## src/source/dcache_pkg.sv

```systemverilog
package dcache_pkg;

    localparam int INDEX_W    = 7;
    localparam int WORD_W     = 3;
    localparam int TAG_W      = 20;
    localparam int LINE_WORDS = 8;
    localparam int NUM_SETS   = 128;

    typedef logic [LINE_WORDS*32-1:0] line_t;

    typedef enum logic {
        OP_READ,
        OP_WRITE
    } mem_op_e;

    typedef enum logic [2:0] {
        ST_IDLE,
        ST_LOOKUP,
        ST_WRITEBACK,
        ST_REFILL,
        ST_UNCACHED,
        ST_RESPOND
    } ctrl_state_e;

    // where the returned word comes from
    typedef enum logic [1:0] {
        SEL_WAY0,
        SEL_WAY1,
        SEL_REFILL,
        SEL_UNC
    } rsp_sel_e;

    typedef struct packed {
        mem_op_e     op;
        logic [31:0] addr;
        logic [31:0] wdata;
        logic [3:0]  wstrb;
        logic        uncached;
    } cache_req_t;

    typedef struct packed {
        mem_op_e             op;
        logic [TAG_W-1:0]    tag;
        logic [INDEX_W-1:0]  index;
        logic [WORD_W-1:0]   word;
        logic [31:0]         wdata;
        logic [31:0]         bmask;    // wstrb spread to bits
        logic [3:0]          wstrb;
        logic                uncached;
        logic [31:0]         addr;
    } decoded_req_t;

    typedef struct packed {
        logic                  tag_we;
        logic [LINE_WORDS-1:0] word_we;
        logic [INDEX_W-1:0]    index;
        logic [TAG_W-1:0]      tag;
        logic                  valid;
        line_t                 data;
    } way_wr_t;

    typedef struct packed {
        logic             valid;
        logic [TAG_W-1:0] tag;
        line_t            line;
    } way_rd_t;

    typedef struct packed {
        mem_op_e     op;
        logic [31:0] addr;
        logic [31:0] wdata;
        logic [3:0]  wstrb;
    } unc_req_t;

endpackage

```

## src/source/resp_mux.sv

```systemverilog
`timescale 1ns/1ps

module resp_mux (
    input  logic                            clk,
    input  logic                            reset,
    input  logic                            rsp_fire_i,
    input  dcache_pkg::rsp_sel_e            rsp_sel_i,
    input  logic                            rsp_miss_i,
    input  logic [dcache_pkg::WORD_W-1:0]   word_i,
    input  dcache_pkg::way_rd_t             way0_rd_i,
    input  dcache_pkg::way_rd_t             way1_rd_i,
    input  dcache_pkg::line_t               refill_line_i,
    input  logic [31:0]                     unc_rdata_i,
    output logic                            rsp_valid_o,
    output logic [31:0]                     rsp_rdata_o,
    output logic                            rsp_miss_o
);

    logic        hit_fire;
    logic [31:0] hit_word, mem_word, mem_word_q;
    logic        mem_valid_q, miss_q;

    // way outputs are already registered, hits go straight out
    assign hit_fire = rsp_fire_i &&
                      (rsp_sel_i == dcache_pkg::SEL_WAY0 || rsp_sel_i == dcache_pkg::SEL_WAY1);
    assign hit_word = (rsp_sel_i == dcache_pkg::SEL_WAY1) ? way1_rd_i.line[word_i*32 +: 32]
                                                          : way0_rd_i.line[word_i*32 +: 32];
    assign mem_word = (rsp_sel_i == dcache_pkg::SEL_UNC) ? unc_rdata_i
                                                         : refill_line_i[word_i*32 +: 32];

    always_ff @(posedge clk) begin
        if (reset) begin
            mem_valid_q <= 1'b0;
        end else begin
            mem_valid_q <= rsp_fire_i && !hit_fire;   // refill or uncached return
        end
    end

    always_ff @(posedge clk) begin
        mem_word_q <= mem_word;
        miss_q     <= rsp_miss_i;
    end

    assign rsp_valid_o = hit_fire || mem_valid_q;
    assign rsp_rdata_o = hit_fire ? hit_word : mem_word_q;
    assign rsp_miss_o  = mem_valid_q && miss_q;

endmodule

```

## config.mk

```make
export PLATFORM = sky130hd
export DESIGN_NAME = resp_mux
export DESIGN_NICKNAME = d
export VERILOG_FILES = /design/src/source/dcache_pkg.sv /design/src/source/resp_mux.sv
export SDC_FILE = /design/constraint.sdc
export NUM_CORES = 1
export LEC_CHECK = 0
export ABC_CLOCK_PERIOD_IN_PS = 2300
export BUFFER_PORTS_ARGS = -buffer_cell sky130_fd_sc_hd__buf_2
export CAP_MARGIN = 20
export CORE_AREA = 2 2 347 349
export CTS_CLUSTER_SIZE = 20
export DETAILED_ROUTE_END_ITERATION = 7
export DIE_AREA = 0 0 349 351
export PLACE_DENSITY = 0.3
export SYNTH_ARGS = -nofsm -noshare
export SYNTH_HDL_FRONTEND = slang
export SYNTH_SLANG_ARGS = --single-unit
```

## constraint.sdc

```tcl
create_clock -name clk -period 2.3 [get_ports clk]
set_input_delay 0.23 -clock clk [delete_from_list [all_inputs] [get_ports clk]]
set_output_delay 0.23 -clock clk [all_outputs]
set_load 0.02 [all_outputs]
```

# Yosys cells after proc, flatten, opt, wreduce, memory -nomap -nowiden
# Index checks and enable logic that the tools add are counted.
# totals
latch_bits	0
ff_bits	34
word_cells	18
memories	0
rom_bits	0
output_inout_bits	34
ramBits	0
# op_classes
shift	3
magnitude_cmp	0
multipliers	0
bitwise	0
reduce_logical	7
n_eq_ne	2
n_addsub	0
n_mux	3
div	0
# ops
cell	count
indexed part select 256 x 9 -> 32 bit	3
2-to-1 mux 32 bit	3
logical AND 1 bit	3
equality test 2 x 1 -> 1 bit (second input constant)	1
equality test 2 bit (second input constant)	1
zero test 2 bit	1
logical OR 1 bit	2
zero test 1 bit	1

# Logic depth before layout (Yosys ltp)
# depth
ltp_word	5
ltp_mapped	8

# Worst setup path before layout
# Ideal clock, no wire load.
# synth_path
path_type	input to output
start	input word_i[0] in the netlist's numbering
end	output rsp_rdata_o[13]
path_buffers	4
cell_stages	8
setup_slack_ns	0.693
t_arrival_ns	1.377
path_cell_list	buf_6 buf_12 nor2b_1 buf_2 buf_2 a32oi_1 nand4_1 nand3_1
# synth_via
elab_chain_cells	3
elab_cells_between_ends	4
cone_classes	shift: 2; mux: 2
# synth_lines
element	line_no	rtl
from (decl)	resp_mux.sv:9	input logic [dcache_pkg::WORD_W-1:0] word_i,
indexed part select 256 x 9 -> 32 bit (on tied branches)	resp_mux.sv:27, resp_mux.sv:26	
2-to-1 mux 32 bit (*)	resp_mux.sv:26	assign hit_word = (rsp_sel_i == dcache_pkg::SEL_WAY1) ? way1_rd_i.line[word_i*32 +: 32]
2-to-1 mux 32 bit (*)	resp_mux.sv:45	assign rsp_rdata_o = hit_fire ? hit_word : mem_word_q;
to (decl)	resp_mux.sv:15	output logic [31:0] rsp_rdata_o,
# Mark *: on every way between the ends. The rest lies on a longest branch, timed or not.

# Worst setup path in the final report
# layout_path
start	input rsp_sel_i[0]
end	output rsp_rdata_o[29]
# layout_via
elab_chain_cells	4
elab_cells_between_ends	6
cone_classes	eq/ne: 1; mux: 2; reduce/logical: 3
# layout_lines
element	line_no	rtl
from (decl)	resp_mux.sv:7	input dcache_pkg::rsp_sel_e rsp_sel_i,
equality test 2 x 1 -> 1 bit / zero test 2 bit (equally long branches)	resp_mux.sv:25, resp_mux.sv:26	
logical OR 1 bit	resp_mux.sv:25	(rsp_sel_i == dcache_pkg::SEL_WAY0 || rsp_sel_i == dcache_pkg::SEL_WAY1);
logical AND 1 bit	resp_mux.sv:24	assign hit_fire = rsp_fire_i &&
2-to-1 mux 32 bit (*)	resp_mux.sv:45	
# Marks and branches as above.

==> metrics.csv <==
stage;metric;value;unit
status;status;finished, final reports clean;
grt;grt_use_total;0.1248;
drt;wire_per_inst;23.11;um
final_layout;nets;2825;
clock_tree;h-tree-depth;2;
power_and_ir_drop;ir_drop;0.0002428;V
floorplanning;start_util;0.06222;
clock_tree;path_clk_slew;0.07;ns
synthesis;synth_area_leaders;nand2_1 (25%), mux4_2 (19%), nand3_1 (12%);
grt;grt_overflow;0;
sta;slew_headroom;0.5721;
worst_hold_path;hold_end;miss_q$_DFF_P_;
sta;min_period;2.238;ns
synthesis;synth_nets;1989;
grt;antenna_found_initial;60;
floorplanning;core-area;119000;sq um
placed_design;gp_congestion;0.8507;
synthesis;synth_top_area_frac;0.2509;
final_layout;syn_to_final_growth;93.92;%
critical_path;crit_path_max_fanout;11;
critical_path;required;2.07;ns
sta;tightest_slew;0.6376;ns
drt;drtPass1Iterations;5;
floorplanning;die_w;349;um
sta;grt_setup_unrepaired;false;
critical_path;critPathCaptureType;output port;
clock_tree;cts_buffers;5;
synthesis;synth_edf_count;0;
worst_hold_path;hp-class;input port to flip-flop;
placed_design;port_buffers;842;
synthesis;syn_inst;1138;
drt;drtIter0Drc;804;
sta;fmax;0.4469;GHz
final_layout;fin_area;14360;sq um
placed_design;dpl.cell_count;3509;
placed_design;place_area;14080;sq um
power_and_ir_drop;power;4.127;mW
synthesis;yosys_warnings;0;
final_layout;layout-drive-gt1-share;0.5200;
critical_path;slowest_delay;0.27;ns
critical_path;path_cells;buf_2, nor2b_4, buf_12, clkbuf_16, buf_12, nand2_1, a32oi_1, nand4_1, nand3_1, buf_2;
clock_tree;postCtsHoldBufs;0;
synthesis;yosys_most_used_dff;dfxtp_1;
worst_hold_path;hp-start;rsp_miss_i;
synthesis;syn_avg_cell_area;6.508;sq um
drt;drt.antenna.violating_nets;0;
grt;grt_pass1_vias;12440;
synthesis;synth_common_cells;nand2_1 (495), nand3_1 (183), buf_2 (74), mux2i_1 (73), mux4_2 (64);
sta;drv_slew;0;
drt;vias;12240;
drt;drt-total-wl;81540;um
sta;tns;0;ns
worst_hold_path;holdPathStages;1;
synthesis;synth.largest_area_cell;nand2_1;
clock_tree;clock-root-buffer;clkbuf_16;
sta;fin_crit_sh;0.9730;
drt;drc;0;
flow_run;maxCapViolCount;0;
final_layout;instances_no_fill;3528;
critical_path;cp.arrival;2.01;ns
floorplanning;die_area;122500;sq um
critical_path;critical_path_class;input port to output port;
drt;routed_via_density;3.469;
synthesis;ys_seq_area_frac;0.09191;
clock_tree;cts_tree;built;
synthesis;ys_ff_latch;34;
floorplanning;fp.dieH;351;um
grt;grt_pass1_wl;104100;um
synthesis;synth_cell_types;24;
grt;grt_max_degree;65;
sta;hold_slack;0.02546;ns
critical_path;slowest_stage;nand4_1;
synthesis;ys_async_sr_fraction;0;
floorplanning;num_rows;127;
power_and_ir_drop;p_leak;6.680;nW
clock_tree;cts.sinks;34;
placed_design;dpl.hpwl;72060;um
synthesis;yosys.cell_count.top_type;nand2_1;
critical_path;worstSetupStartpointType;input port;
power_and_ir_drop;power.density;287.3;nW/um^2
floorplanning;pin_count;885;
sta;finalSetupViolations;0;
synthesis;netlist_area;7406;sq um
clock_tree;cts_max_path_buffers;2;
sta;final_hold_viol_count;0;
-- report_power, final --
group | total [mW] | switching, mW | internal (mW)
Combinational | 2.66 | 1.45 | 1.21
Clock | 0.763 | 0.331 | 0.432
Sequential | 0.706 | 0.0388 | 0.667
Total | 4.13 | 1.82 | 2.31
-- metal layers --
layer	part of all wire	track usage
met1	0.43	0.1593
met5	0.0035	0
met3	0.082	0.03844
met2	0.46	0.2064
met4	0.020	0.02445
-- state kept, by name (all words and copies together), names as in the netlist --
register     count
miss_q           1
mem_valid_q      1
mem_word_q      32
-- critical path, delay by kind of cell --
family / cells / cell delay [ns]
and+or+nand+nor: 4 / 0.76
AOI/OAI and AO/OA: 1 / 0.23
buffers and inverters: 5 / 0.76
-- cells in the final DEF (no fill, tap or decap), types with 2 or more instances in the layout --
cell type | synthesis | final
mux2i_1 | 73 | 73
nand2_1 | 495 | 495
o21ai_0 | 3 | 3
a32oi_1 | 41 | 40
a31oi_1 | 32 | 32
buf_2 | 74 | 836
nor2b_4 | 0 | 3
buf_12 | 2 | 31
buf_6 | 4 | 2
dfxtp_1 | 34 | 34
nand3_1 | 183 | 182
mux4_2 | 64 | 64
clkbuf_16 | 0 | 6
buf_4 | 5 | 72
nand4_1 | 55 | 55
nor2_4 | 1 | 2
diode_2 | 0 | 5
clkbuf_4 | 0 | 2
o21ai_1 | 29 | 29
-- repair_timing --
| action | 4_1_cts | 5_1_grt |
|---|---|---|
| pin swaps | 0 | 2 |
| setup buffers | 2 | 3 |
| gates resized for setup | 0 | 9 |
| endpoints found under the setup margin | 9 | 8 |
| gates cloned | 0 | 1 |
-- kinds of logic after synthesis --
logic type      synth area share
compound gates           0.09714
simple gates              0.4322
mux                       0.2933
flops                    0.09191
buf+inv                  0.08549
-- final cells by class --
type	instances	area, sq um
antenna	5	12.51
tap	1548	1937
timing repair buffer	945	5435
clock inverter	1	5.005
sequential	34	680.7
fill	14150	104700
multi-input combinational	988	6148
clock buffer	7	142.6
-- stage by stage --
stage / util / setup slack [ns]
after global placement: 0.1183 / -0.04569
after floorplan: - / 0.6934
final: 0.1207 / 0.06218
after CTS: 0.1198 / 0.02269
after global routing: 0.1206 / 0.0005789
after detailed placement: 0.1183 / -0.08145
-- worst max path at each step --
| stage | end | cells past startpoint | from | slack, ns |
|---|---|---|---|---|
| 6_report | rsp_rdata_o[29] | 10 | rsp_sel_i[0] | 0.06 |
| 5_1_grt | rsp_rdata_o[8] | 10 | rsp_sel_i[0] | 0.0006 |
| 4_1_cts | rsp_rdata_o[21] | 10 | rsp_sel_i[0] | 0.02 |
| 3_5_place_dp | rsp_rdata_o[3] | 10 | rsp_sel_i[1] | -0.08 |
| 3_3_place_gp | rsp_rdata_o[3] | 10 | rsp_sel_i[1] | -0.05 |
| 2_1_floorplan | rsp_rdata_o[13] | 8 | word_i[0] | 0.69 |
Power figures use the tool's default switching activity.
