--- config.mk ---
export PLATFORM = sky130hd
export DESIGN_NAME = req_decode
export DESIGN_NICKNAME = d
export VERILOG_FILES = /design/src/source/dcache_pkg.sv /design/src/source/req_decode.sv
export SDC_FILE = /design/constraint.sdc
export NUM_CORES = 1
export LEC_CHECK = 0
export ABC_AREA = 1
export BUFFER_PORTS_ARGS = -buffer_cell sky130_fd_sc_hd__clkbuf_2
export CAP_MARGIN = 20
export CORE_UTILIZATION = 40
export DETAILED_ROUTE_END_ITERATION = 12
export GPL_TIMING_DRIVEN = 1
export PLACE_DENSITY = 0.81
export SYNTH_ARGS = -nofsm -noshare
export SYNTH_HDL_FRONTEND = slang
export SYNTH_SLANG_ARGS = --single-unit
--- constraint.sdc ---
create_clock -name clk -period 1.4 [get_ports clk]
set_input_delay 0.21 -clock clk [delete_from_list [all_inputs] [get_ports clk]]
set_output_delay 0.21 -clock clk [all_outputs]
set_load 0.03 [all_outputs]
--- src/source/dcache_pkg.sv ---
package dcache_pkg;

    localparam int INDEX_W    = 7;
    localparam int WORD_W     = 3;
    localparam int TAG_W      = 20;
    localparam int LINE_WORDS = 8;
    localparam int NUM_SETS   = 128;

    typedef logic [LINE_WORDS*32-1:0] line_t;

    typedef enum logic {
        OP_READ,
        OP_WRITE
    } mem_op_e;

    typedef enum logic [2:0] {
        ST_IDLE,
        ST_LOOKUP,
        ST_WRITEBACK,
        ST_REFILL,
        ST_UNCACHED,
        ST_RESPOND
    } ctrl_state_e;

    // where the returned word comes from
    typedef enum logic [1:0] {
        SEL_WAY0,
        SEL_WAY1,
        SEL_REFILL,
        SEL_UNC
    } rsp_sel_e;

    typedef struct packed {
        mem_op_e     op;
        logic [31:0] addr;
        logic [31:0] wdata;
        logic [3:0]  wstrb;
        logic        uncached;
    } cache_req_t;

    typedef struct packed {
        mem_op_e             op;
        logic [TAG_W-1:0]    tag;
        logic [INDEX_W-1:0]  index;
        logic [WORD_W-1:0]   word;
        logic [31:0]         wdata;
        logic [31:0]         bmask;    // wstrb spread to bits
        logic [3:0]          wstrb;
        logic                uncached;
        logic [31:0]         addr;
    } decoded_req_t;

    typedef struct packed {
        logic                  tag_we;
        logic [LINE_WORDS-1:0] word_we;
        logic [INDEX_W-1:0]    index;
        logic [TAG_W-1:0]      tag;
        logic                  valid;
        line_t                 data;
    } way_wr_t;

    typedef struct packed {
        logic             valid;
        logic [TAG_W-1:0] tag;
        line_t            line;
    } way_rd_t;

    typedef struct packed {
        mem_op_e     op;
        logic [31:0] addr;
        logic [31:0] wdata;
        logic [3:0]  wstrb;
    } unc_req_t;

endpackage

--- src/source/req_decode.sv ---
`timescale 1ns/1ps

module req_decode (
    input  logic                            clk,
    input  logic                            reset,
    input  logic                            req_valid_i,
    input  dcache_pkg::cache_req_t          req_i,
    output logic                            dec_valid_o,
    output dcache_pkg::decoded_req_t        dec_o,
    output logic [dcache_pkg::INDEX_W-1:0]  rd_index_o
);

    dcache_pkg::decoded_req_t dec_d;

    // addr = tag | index | word | byte
    always_comb begin
        dec_d.op       = req_i.op;
        dec_d.tag      = req_i.addr[31 -: dcache_pkg::TAG_W];
        dec_d.index    = req_i.addr[dcache_pkg::WORD_W+2 +: dcache_pkg::INDEX_W];
        dec_d.word     = req_i.addr[2 +: dcache_pkg::WORD_W];
        dec_d.wdata    = req_i.wdata;
        dec_d.wstrb    = req_i.wstrb;
        dec_d.uncached = req_i.uncached;
        dec_d.addr     = req_i.addr;
        for (int b = 0; b < 4; b++) begin
            dec_d.bmask[8*b +: 8] = {8{req_i.wstrb[b]}};
        end
    end

    always_ff @(posedge clk) begin
        if (reset) begin
            dec_valid_o <= 1'b0;
        end else begin
            dec_valid_o <= req_valid_i;
        end
    end

    // held for the whole transaction
    always_ff @(posedge clk) begin
        if (req_valid_i) begin
            dec_o <= dec_d;
        end
    end

    // arrays see the new index in the strobe cycle, data is ready at lookup
    assign rd_index_o = req_valid_i ? dec_d.index : dec_o.index;

endmodule

# Yosys cells after proc, flatten, opt, wreduce, memory -nomap -nowiden
# Index checks and enable logic that the tools add are counted.
dict set report totals {
  elab_cells 11
  inputBits 73
  out_inout_bits 140
  register_bits 126
}
dict set report op_classes {
  mux 1
}
# op count
set op_table {}
lappend op_table {{2-to-1 mux 7 bit} 1}

# Logic depth before layout (Yosys ltp)
# Gate-level depths: netlist of the first run.
dict set report logic_depth {
  word_depth 1
  ltp_mapped 4
  ltp_nobuf 3
}

# Least setup slack after synthesis of the first run
# No wires, ideal clock.
dict set report synth_path {
  path_type {flip-flop to output port}
  startpoint {register, netlist name dec_o[44]}
  endpoint {output port dec_o[37] (netlist name)}
  arrival_ns 0.848
  path_slack_ns 0.342
  path_stages_with_launch 2
  cell_sequence {edfxtp_1 > buf_4}
}
# element line
set synth_lines {}
lappend synth_lines {{end, declared} req_decode.sv:9} ;# output dcache_pkg::decoded_req_t dec_o,

# Worst setup path after layout of the first run
dict set report layout_path {
  startpoint {register dec_o[106] (netlist name)}
  endpoint {output port rd_index_o[2] (netlist name)}
}
dict set report layout_between {
  elab_chain_len 1
}
# element line
set layout_lines {}
lappend layout_lines {{start signal, assigned} req_decode.sv:41} ;# dec_o <= dec_d;
lappend layout_lines {{2-to-1 mux 7 bit} req_decode.sv:46} ;# assign rd_index_o = req_valid_i ? dec_d.index : dec_o.index;
lappend layout_lines {{end, declared} req_decode.sv:10} ;# output logic [dcache_pkg::INDEX_W-1:0] rd_index_o
# Every way passes these cells.

==> impl_metrics.yaml, run 1 <==
outcome:
  status: "complete, but fails checks"
  violations: "DRC"
setup_path:
  cp_slowest_cell: "edfxtp_1"
  arrival_ns: 1.08
  cp.required_ns: 1.19
  cp_common_cell: "nand2_1"
  max_stage_delay_ns: 0.43
  cp_max_fo: 3
  critPathLaunchType: "flop"
  critical_path_class: "flop to output pin"
  end_kind: "output pin"
  crit_chain: "nand2_1 -> nand2_1 -> clkbuf_2"
  crit_start: "dec_o[106]"
layout:
  drive_gt1_frac: 0.713
  mostFrequentLayoutCells: "clkbuf_2, edfxtp_1, nand2_1, clkbuf_8"
  syn2layout_area_growth_pct: 34.5
  fin_nets: 392
  final_common_cell: "clkbuf_2"
  diodes: 0
clock_tree:
  cts_setup_buffers: 0
  clockRootBuffer: "clkbuf_8"
  tritoncts: "built"
  cts_buffers: 9
  cts_max_level: 3
  cts_buffer_depth: 2
  cts_resized: 0
  clk_pin_slew_ns: 0.08
  clock-sinks: 71
  ctsHoldBuffers: 0
sta:
  slew_viol_final: 0
  fmax_ghz: 0.774
  hold_viol: 0
  timing.final.ws_setup_ns: 0.108
  tightest_slew_ns: 0.236
  fin_tns_setup_ns: 0
  min_period_ns: 1.29
  rsz0062_at_grt: "no"
  relSlewSlack: 0.843
  min_period_over_period: 0.923
  setup_viol: 0
global_routing:
  first_global_vias: 1594
  track_usage: 0.148
  grt_max_degree: 34
  grt_pass1_wl_um: 7710
  antenna_found_initial: 0
  gr-total-overflow: 0
logic_synthesis:
  yosys.area.top_type: "edfxtp_1"
  synth_area_leaders: "edfxtp_1, buf_4, nand2_1"
  synth_area_per_cell_um2: 17.1
  synth_top_area_frac: 0.783
  yosys.cell_types.count: 7
  ys_ff_latch: 71
  syn_area_mm2: 0.00269
  synth_nets: 230
  ys_seq_area_frac: 0.790
  yosys_warnings: 0
  syn_inst: 157
placement:
  pre_cts_ws_ns: 0.310
  portBuffers: 212
  gp_congestion: 0.692
  dp_hpwl_um: 3980
floorplan:
  io_pins: 213
  initial_core_util: 0.418
  dieArea_mm2: 0.00704
  die_w_um: 83.9
  core_mm2: 0.00642
  die_h_um: 83.9
  rows: 29
routing:
  antenna_left: 0
  detail_route.wirelength_um: 5180
  drt_iter0_markers: 85
  routed_via_density: 4.31
  drtPass1Iterations: 8
  vias: 1729
  routedWlPerCell_um: 12.9
  drc_errors: 30
pwr:
  ir_worst_vdd_mv: 0.863
  p_per_area_mw_per_mm2: 1490
  p_leak_uw: 0.00176
min_path:
  worstHoldStart: "reset"
  whs_path_depth: 2
  hold_path_class: "input pin to flop"
run:
  cap_violations: 0
worst paths after layout:
check | end | slack (ns)
worst max-delay path | rd_index_o[2] | 0.11
worst min-delay path | dec_valid_o | 0.03
flip-flops by register name (all words and copies together) (netlist names):
name         flops
dec_o           70
dec_valid_o      1
synthesized netlist by cell type:
cell and count:
buf_4 62, nor2_1 1, nand2_1 21, edfxtp_1 70, dfxtp_1 1, inv_2 1
buf_6 1
logic make-up (layout without fill, tap and decap cells):
family / Yosys count / count (layout) / synth area share
simple gates: 22 / 22 / 0.0308
buf+inv: 64 / 231 / 0.179
flops: 71 / 71 / 0.790
area by class of cell:
| class | instances | area, um^2 |
|---|---|---|
| Inverter | 1 | 3.75 |
| Multi-Input combinational cell | 22 | 82.6 |
| Clock buffer | 9 | 124 |
| Tap cell | 77 | 96.3 |
| Timing Repair Buffer | 214 | 1100 |
| Sequential cell | 71 | 2120 |
| Clock inverter | 7 | 80.1 |
| Fill cell | 544 | 2810 |
per-stage QoR:
step	hold slack, ns	power (uW)	cell area [um^2]	utilization	instances
after detailed placement	0.382	3800	3410	0.531	385
after floorplan	0.282	3540	2690	-	157
after CTS	0.0139	5440	3610	0.562	401
after global routing	0.0110	5580	3610	0.562	401
final	0.0288	5370	3610	0.562	401
after global placement	0.375	3780	3410	0.531	385
critical path, delay by kind of cell (launching register included):
kind / cells / cell delay (ns)
flip-flops: 1 / 0.43
buffers and inverters: 1 / 0.17
AND/OR/NAND/NOR: 2 / 0.14
power breakdown:
part / leakage [uW] / internal (uW) / switching (uW)
Sequential: 0.000693 / 2520 / 81.5
Clock: 0.0000964 / 840 / 795
Combinational: 0.000969 / 290 / 844
per-layer routing:
| layer | vias up | global-route usage | share of wire |
|---|---|---|---|
| li1 | 807 | - | - |
| met1 | 799 | 0.143 | 0.34 |
| met2 | 119 | 0.273 | 0.55 |
| met3 | 4 | 0.0682 | 0.098 |
| met4 | 0 | 0.0564 | 0.0077 |
| met5 | - | 0 | 0 |
(Power assumes the default switching activity.)
==> run 2, diff against run 1 <==
CORE_UTILIZATION = 35   (was 40)
PLACE_DENSITY = 0.76   (was 0.81)
clock period = 1.1 ns   (was 1.4 ns; I/O delays follow)
==> run 2 against run 1 <==
  * The flow finishes with violations (setup timing)
  * Flip-flop and latch count stayed put
  * Worst setup slack worse by 0.27 ns
  * Die area is 14% higher
  * Sequential power is 30% higher
  * Sequential share of layout area is 20 points lower
  * Clock-buffer cell count is 1 higher
  * Global-route usage is 4.3 points higher
  * Clock power is 47% higher
  * Critical path depth stayed put
  * First-iteration DRC count is 56% lower
  * Critical path type unchanged
==> impl_metrics.yaml, run 2 (synthesized netlist as in run 1, its figures left out) <==
outcome:
  status: "complete, but fails checks"
  violations: "setup timing"
sta:
  slew_viol_final: 0
  min_period_ns: 1.27
  timing.final.ws_setup_ns: -0.167
  hold_viol: 0
  rsz0062_at_grt: "yes"
  relSlewSlack: 0.808
  setup_viol: 95
  min_period_over_period: 1.15
  tightest_slew_ns: 0.288
  fmax_ghz: 0.789
  holdWs_ns: 0.0217
setup_path:
  arrival_ns: 1.10
  cp_max_fo: 3
  end_kind: "output pin"
  critical_path_class: "flop to output pin"
  cp.required_ns: 0.94
  critPathLaunchType: "flop"
clock_tree:
  cts_buffers: 9
  clock-sinks: 71
  clockRootBuffer: "clkbuf_8"
  cts_max_level: 3
  clk_pin_slew_ns: 0.07
  cts_buffer_depth: 2
  tritoncts: "built"
floorplan:
  dieArea_mm2: 0.00803
  io_pins: 213
  die_w_um: 89.6
  rows: 31
  initial_core_util: 0.366
  die_h_um: 89.6
  core_mm2: 0.00733
layout:
  regArea_mm2: 0.00212
  reg_top3: "dec_o (70), dec_valid_o (1)"
  top_register: "dec_o"
  mostFrequentLayoutCells: "clkbuf_2, edfxtp_1, buf_8, dlygate4sd3_1, buf_6"
  syn2layout_area_growth_pct: 104
  multi_input_area_um2: 97.6
  fin_nets: 470
  largest_reg_flops: 70
  fin_cells: 501
  nFillCells: 419
  drive_gt1_frac: 0.608
  final_common_cell: "clkbuf_2"
pwr:
  ir_worst_vdd_mv: 0.971
  p_per_area_mw_per_mm2: 1480
  finalPower_uw: 8140
  p_leak_uw: 0.00245
routing:
  routed_via_density: 4.22
  routedWlPerCell_um: 17.0
  antenna_left: 0
  vias: 2114
  drt_iter0_markers: 37
  drtPass1Iterations: 4
  detail_route.wirelength_um: 8510
  drc_errors: 0
placement:
  gp_congestion: 0.744
  dp_hpwl_um: 4120
  dp.cells: 407
  portBuffers: 212
global_routing:
  grt_max_degree: 42
  gr-total-overflow: 0
  first_global_vias: 2106
  track_usage: 0.191
  grt_pass1_wl_um: 10600
  antenna_found_initial: 1
min_path:
  hold_path_class: "input pin to flop"
run:
  cap_violations: 0
run 2: stage by stage:
step | cell area, um^2 | util | worst slack, ns | TNS, ns
after CTS | 5140 | 0.701 | -0.147 | -7.07
final | 5490 | 0.748 | -0.167 | -7.36
after global placement | 3420 | 0.467 | 0.0740 | 0
after global routing | 5490 | 0.748 | -0.229 | -13.02
after detailed placement | 3420 | 0.467 | 0.0404 | 0
after floorplan | 2690 | - | 0.0873 | 0
run 2: timing repair:
action | in CTS | in global routing
gates resized for setup | 195 | 192
setup buffers | 9 | 2
pin swaps | 7 | 6
gates cloned | 0 | 0
hold endpoints to repair | 62 | 5
endpoints found under the setup margin | 101 | 129
hold buffers | 62 | 5
run 2: metal layers:
metal	track usage	up-vias	part of all wire
met4	0.0707	0	0.019
met1	0.182	994	0.31
met2	0.349	142	0.56
met3	0.0978	14	0.11
met5	0	-	0
li1	-	964	-
run 2: power breakdown:
| group | internal [uW] | leakage (uW) | switching, uW | total, uW |
|---|---|---|---|---|
| sequential | 3220 | 0.000693 | 158 | 3370 |
| combinational | 1140 | 0.00164 | 1250 | 2380 |
| clock | 1480 | 0.000111 | 905 | 2390 |
run 2: worst paths after layout:
check	from	end	slack, ns	cells past startpoint
max	dec_o[108]	rd_index_o[4]	-0.17	3
min	req_i[48]	dec_o[11]	0.02	1
run 2: critical path: stages (launching register included):
cell and delay, ns:
edfxtp_1 0.45, nand2_1 0.13, nand2_2 0.06, buf_8 0.13
run 2: layout make-up:
cell class | instances | share of cell area
Clock buffer | 10 | 0.0233
Timing Repair Buffer | 292 | 0.531
Antenna cell | 1 | 0.000456
Sequential cell | 71 | 0.387
Inverter | 1 | 0.000684
Clock inverter | 5 | 0.0178
Multi-Input combinational cell | 22 | 0.0178
Tap cell | 99 | 0.0226
==> run 3, diff against run 2 <==
GPL_ROUTABILITY_DRIVEN = 0   (was not set)
PLACE_DENSITY = 0.83   (was 0.76)
==> run 3 against run 2 <==
  * The run still ends with setup timing left
  * Utilization increased by 0.70 points
  * Final cell count is 0.40% higher
  * Power is 0.89% lower
  * First-iteration DRC count rose by 97%
  * Flip-flop and latch count unchanged
  * Critical path depth did not move
  * Wire length up 4.7%
  * Maximum frequency down 0.37%
  * Clock-buffer cell count rose by 1
  * Combinational power is 3% higher
  * Hold slack got worse by 0.0062 ns
  * Critical endpoint unchanged
==> impl_metrics.yaml, run 3 (synthesized netlist as in run 1, its figures left out) <==
layout:
  top_register: "dec_o"
  fin_nets: 472
  drive_gt1_frac: 0.624
  finalInstanceArea_mm2: 0.00554
  diodes: 0
  mostFrequentLayoutCells: "buf_8, clkbuf_2, edfxtp_1, dlygate4sd3_1, buf_6"
  syn2layout_area_growth_pct: 106
  largest_reg_flops: 70
  reg_top3: "dec_o (70), dec_valid_o (1)"
  final_common_cell: "buf_8"
sta:
  rsz0062_at_grt: "yes"
  min_period_over_period: 1.16
  relSlewSlack: 0.843
  hold_viol: 0
  timing.final.ws_setup_ns: -0.172
  slew_viol_final: 0
  min_period_ns: 1.27
  fmax_ghz: 0.786
  setup_viol: 99
  tightest_slew_ns: 0.236
  fin_tns_setup_ns: -8.15
floorplan:
  io_pins: 213
  initial_core_util: 0.366
  die_h_um: 89.6
  dieArea_mm2: 0.00803
  die_w_um: 89.6
  rows: 31
  core_mm2: 0.00733
routing:
  routedWlPerCell_um: 17.7
  drt_iter0_markers: 73
  drc_errors: 0
  detail_route.wirelength_um: 8910
  drtPass1Iterations: 4
  antenna_left: 0
  routed_via_density: 4.25
  vias: 2140
placement:
  pre_cts_ws_ns: 0.0942
  dp_hpwl_um: 4300
  placed_area_mm2: 0.00344
  portBuffers: 212
setup_path:
  end_kind: "output pin"
  critPathLaunchType: "flop"
  arrival_ns: 1.11
  cp.required_ns: 0.94
  cp_max_fo: 3
  critical_path_class: "flop to output pin"
clock_tree:
  tritoncts: "built"
  clk_pin_slew_ns: 0.08
  clock-sinks: 71
  cts_buffers: 9
  clockRootBuffer: "clkbuf_8"
  cts_buffer_depth: 2
  cts_max_level: 3
global_routing:
  grt_max_degree: 40
  first_global_vias: 2125
  grt_pass1_wl_um: 11200
  gr-total-overflow: 0
  antenna_found_initial: 0
  track_usage: 0.201
pwr:
  p_per_area_mw_per_mm2: 1460
  ir_worst_vdd_mv: 1.02
  finalPower_uw: 8070
  p_leak_uw: 0.00247
min_path:
  hold_path_class: "input pin to flop"
  whs_path_depth: 1
  whs_endpoint: "dec_o[101]"
  worstHoldStart: "req_i[39]"
outcome:
  status: "complete, but fails checks"
  violations: "setup timing"
run:
  cap_violations: 0
==> run 3: cell count changes in the layout (fill, tap and decap cells not counted), moves of 3 or more <==
cell,before,now
buf_8,68,83
clkbuf_8,30,23
buf_2,6,11
buf_4,16,12
clkbuf_2,82,79
dlygate4sd3_1,67,64
==> run 3: how the worst max path moves through the flow <==
stage / endpoint / start / slack (ns) / depth (start not counted)
floorplan: dec_o[37] / dec_o[44] / 0.09 / 1
global placement: rd_index_o[2] / req_valid_i / 0.11 / 5
detailed placement: rd_index_o[4] / req_valid_i / 0.09 / 5
CTS: rd_index_o[2] / dec_o[106] / -0.17 / 3
global route: rd_index_o[5] / dec_o[109] / -0.21 / 3
finish: rd_index_o[4] / dec_o[108] / -0.17 / 3
==> run 3: layer usage <==
metal,GRT usage,up-vias,share of wire
met2,0.397,137,0.57
met3,0.0795,19,0.099
li1,-,967,-
met5,0,-,0
met1,0.185,1017,0.31
met4,0.0678,0,0.023
==> run 3: final cells by class <==
class | instances | area [um^2]
sequential | 71 | 2120
clock inverter | 5 | 81.3
multi-input combinational | 22 | 100
inverter | 1 | 3.75
fill | 401 | 1790
timing repair buffer | 294 | 2970
clock buffer | 11 | 131
tap | 99 | 124
==> run 3: metrics by stage <==
step / utilization / std cells / hold slack (ns)
2_1_floorplan: - / 157 / 0.237
3_3_place_gp: 0.469 / 409 / 0.332
5_1_grt: 0.755 / 503 / -0.000692
3_5_place_dp: 0.469 / 409 / 0.329
6_report: 0.755 / 503 / 0.0155
4_1_cts: 0.713 / 496 / 0.000766
==> run 3: critical path, cell delays in order (launching register included) <==
cell	delay [ns]
edfxtp_1	0.43
nand2_1	0.14
nand2_2	0.07
buf_8	0.14
==> run 3: timing repair <==
action                                  CTS  global route
pin swaps                                 7             7
hold endpoints to repair                 63             1
endpoints found under the setup margin  105           132
hold buffers                             63             1
buffers inserted                          8             6
resized for setup                       210           180
==> run 3: where the power goes <==
group	internal (uW)	switching [uW]
Combinational	1180	1280
Sequential	3220	162
Clock	1280	955
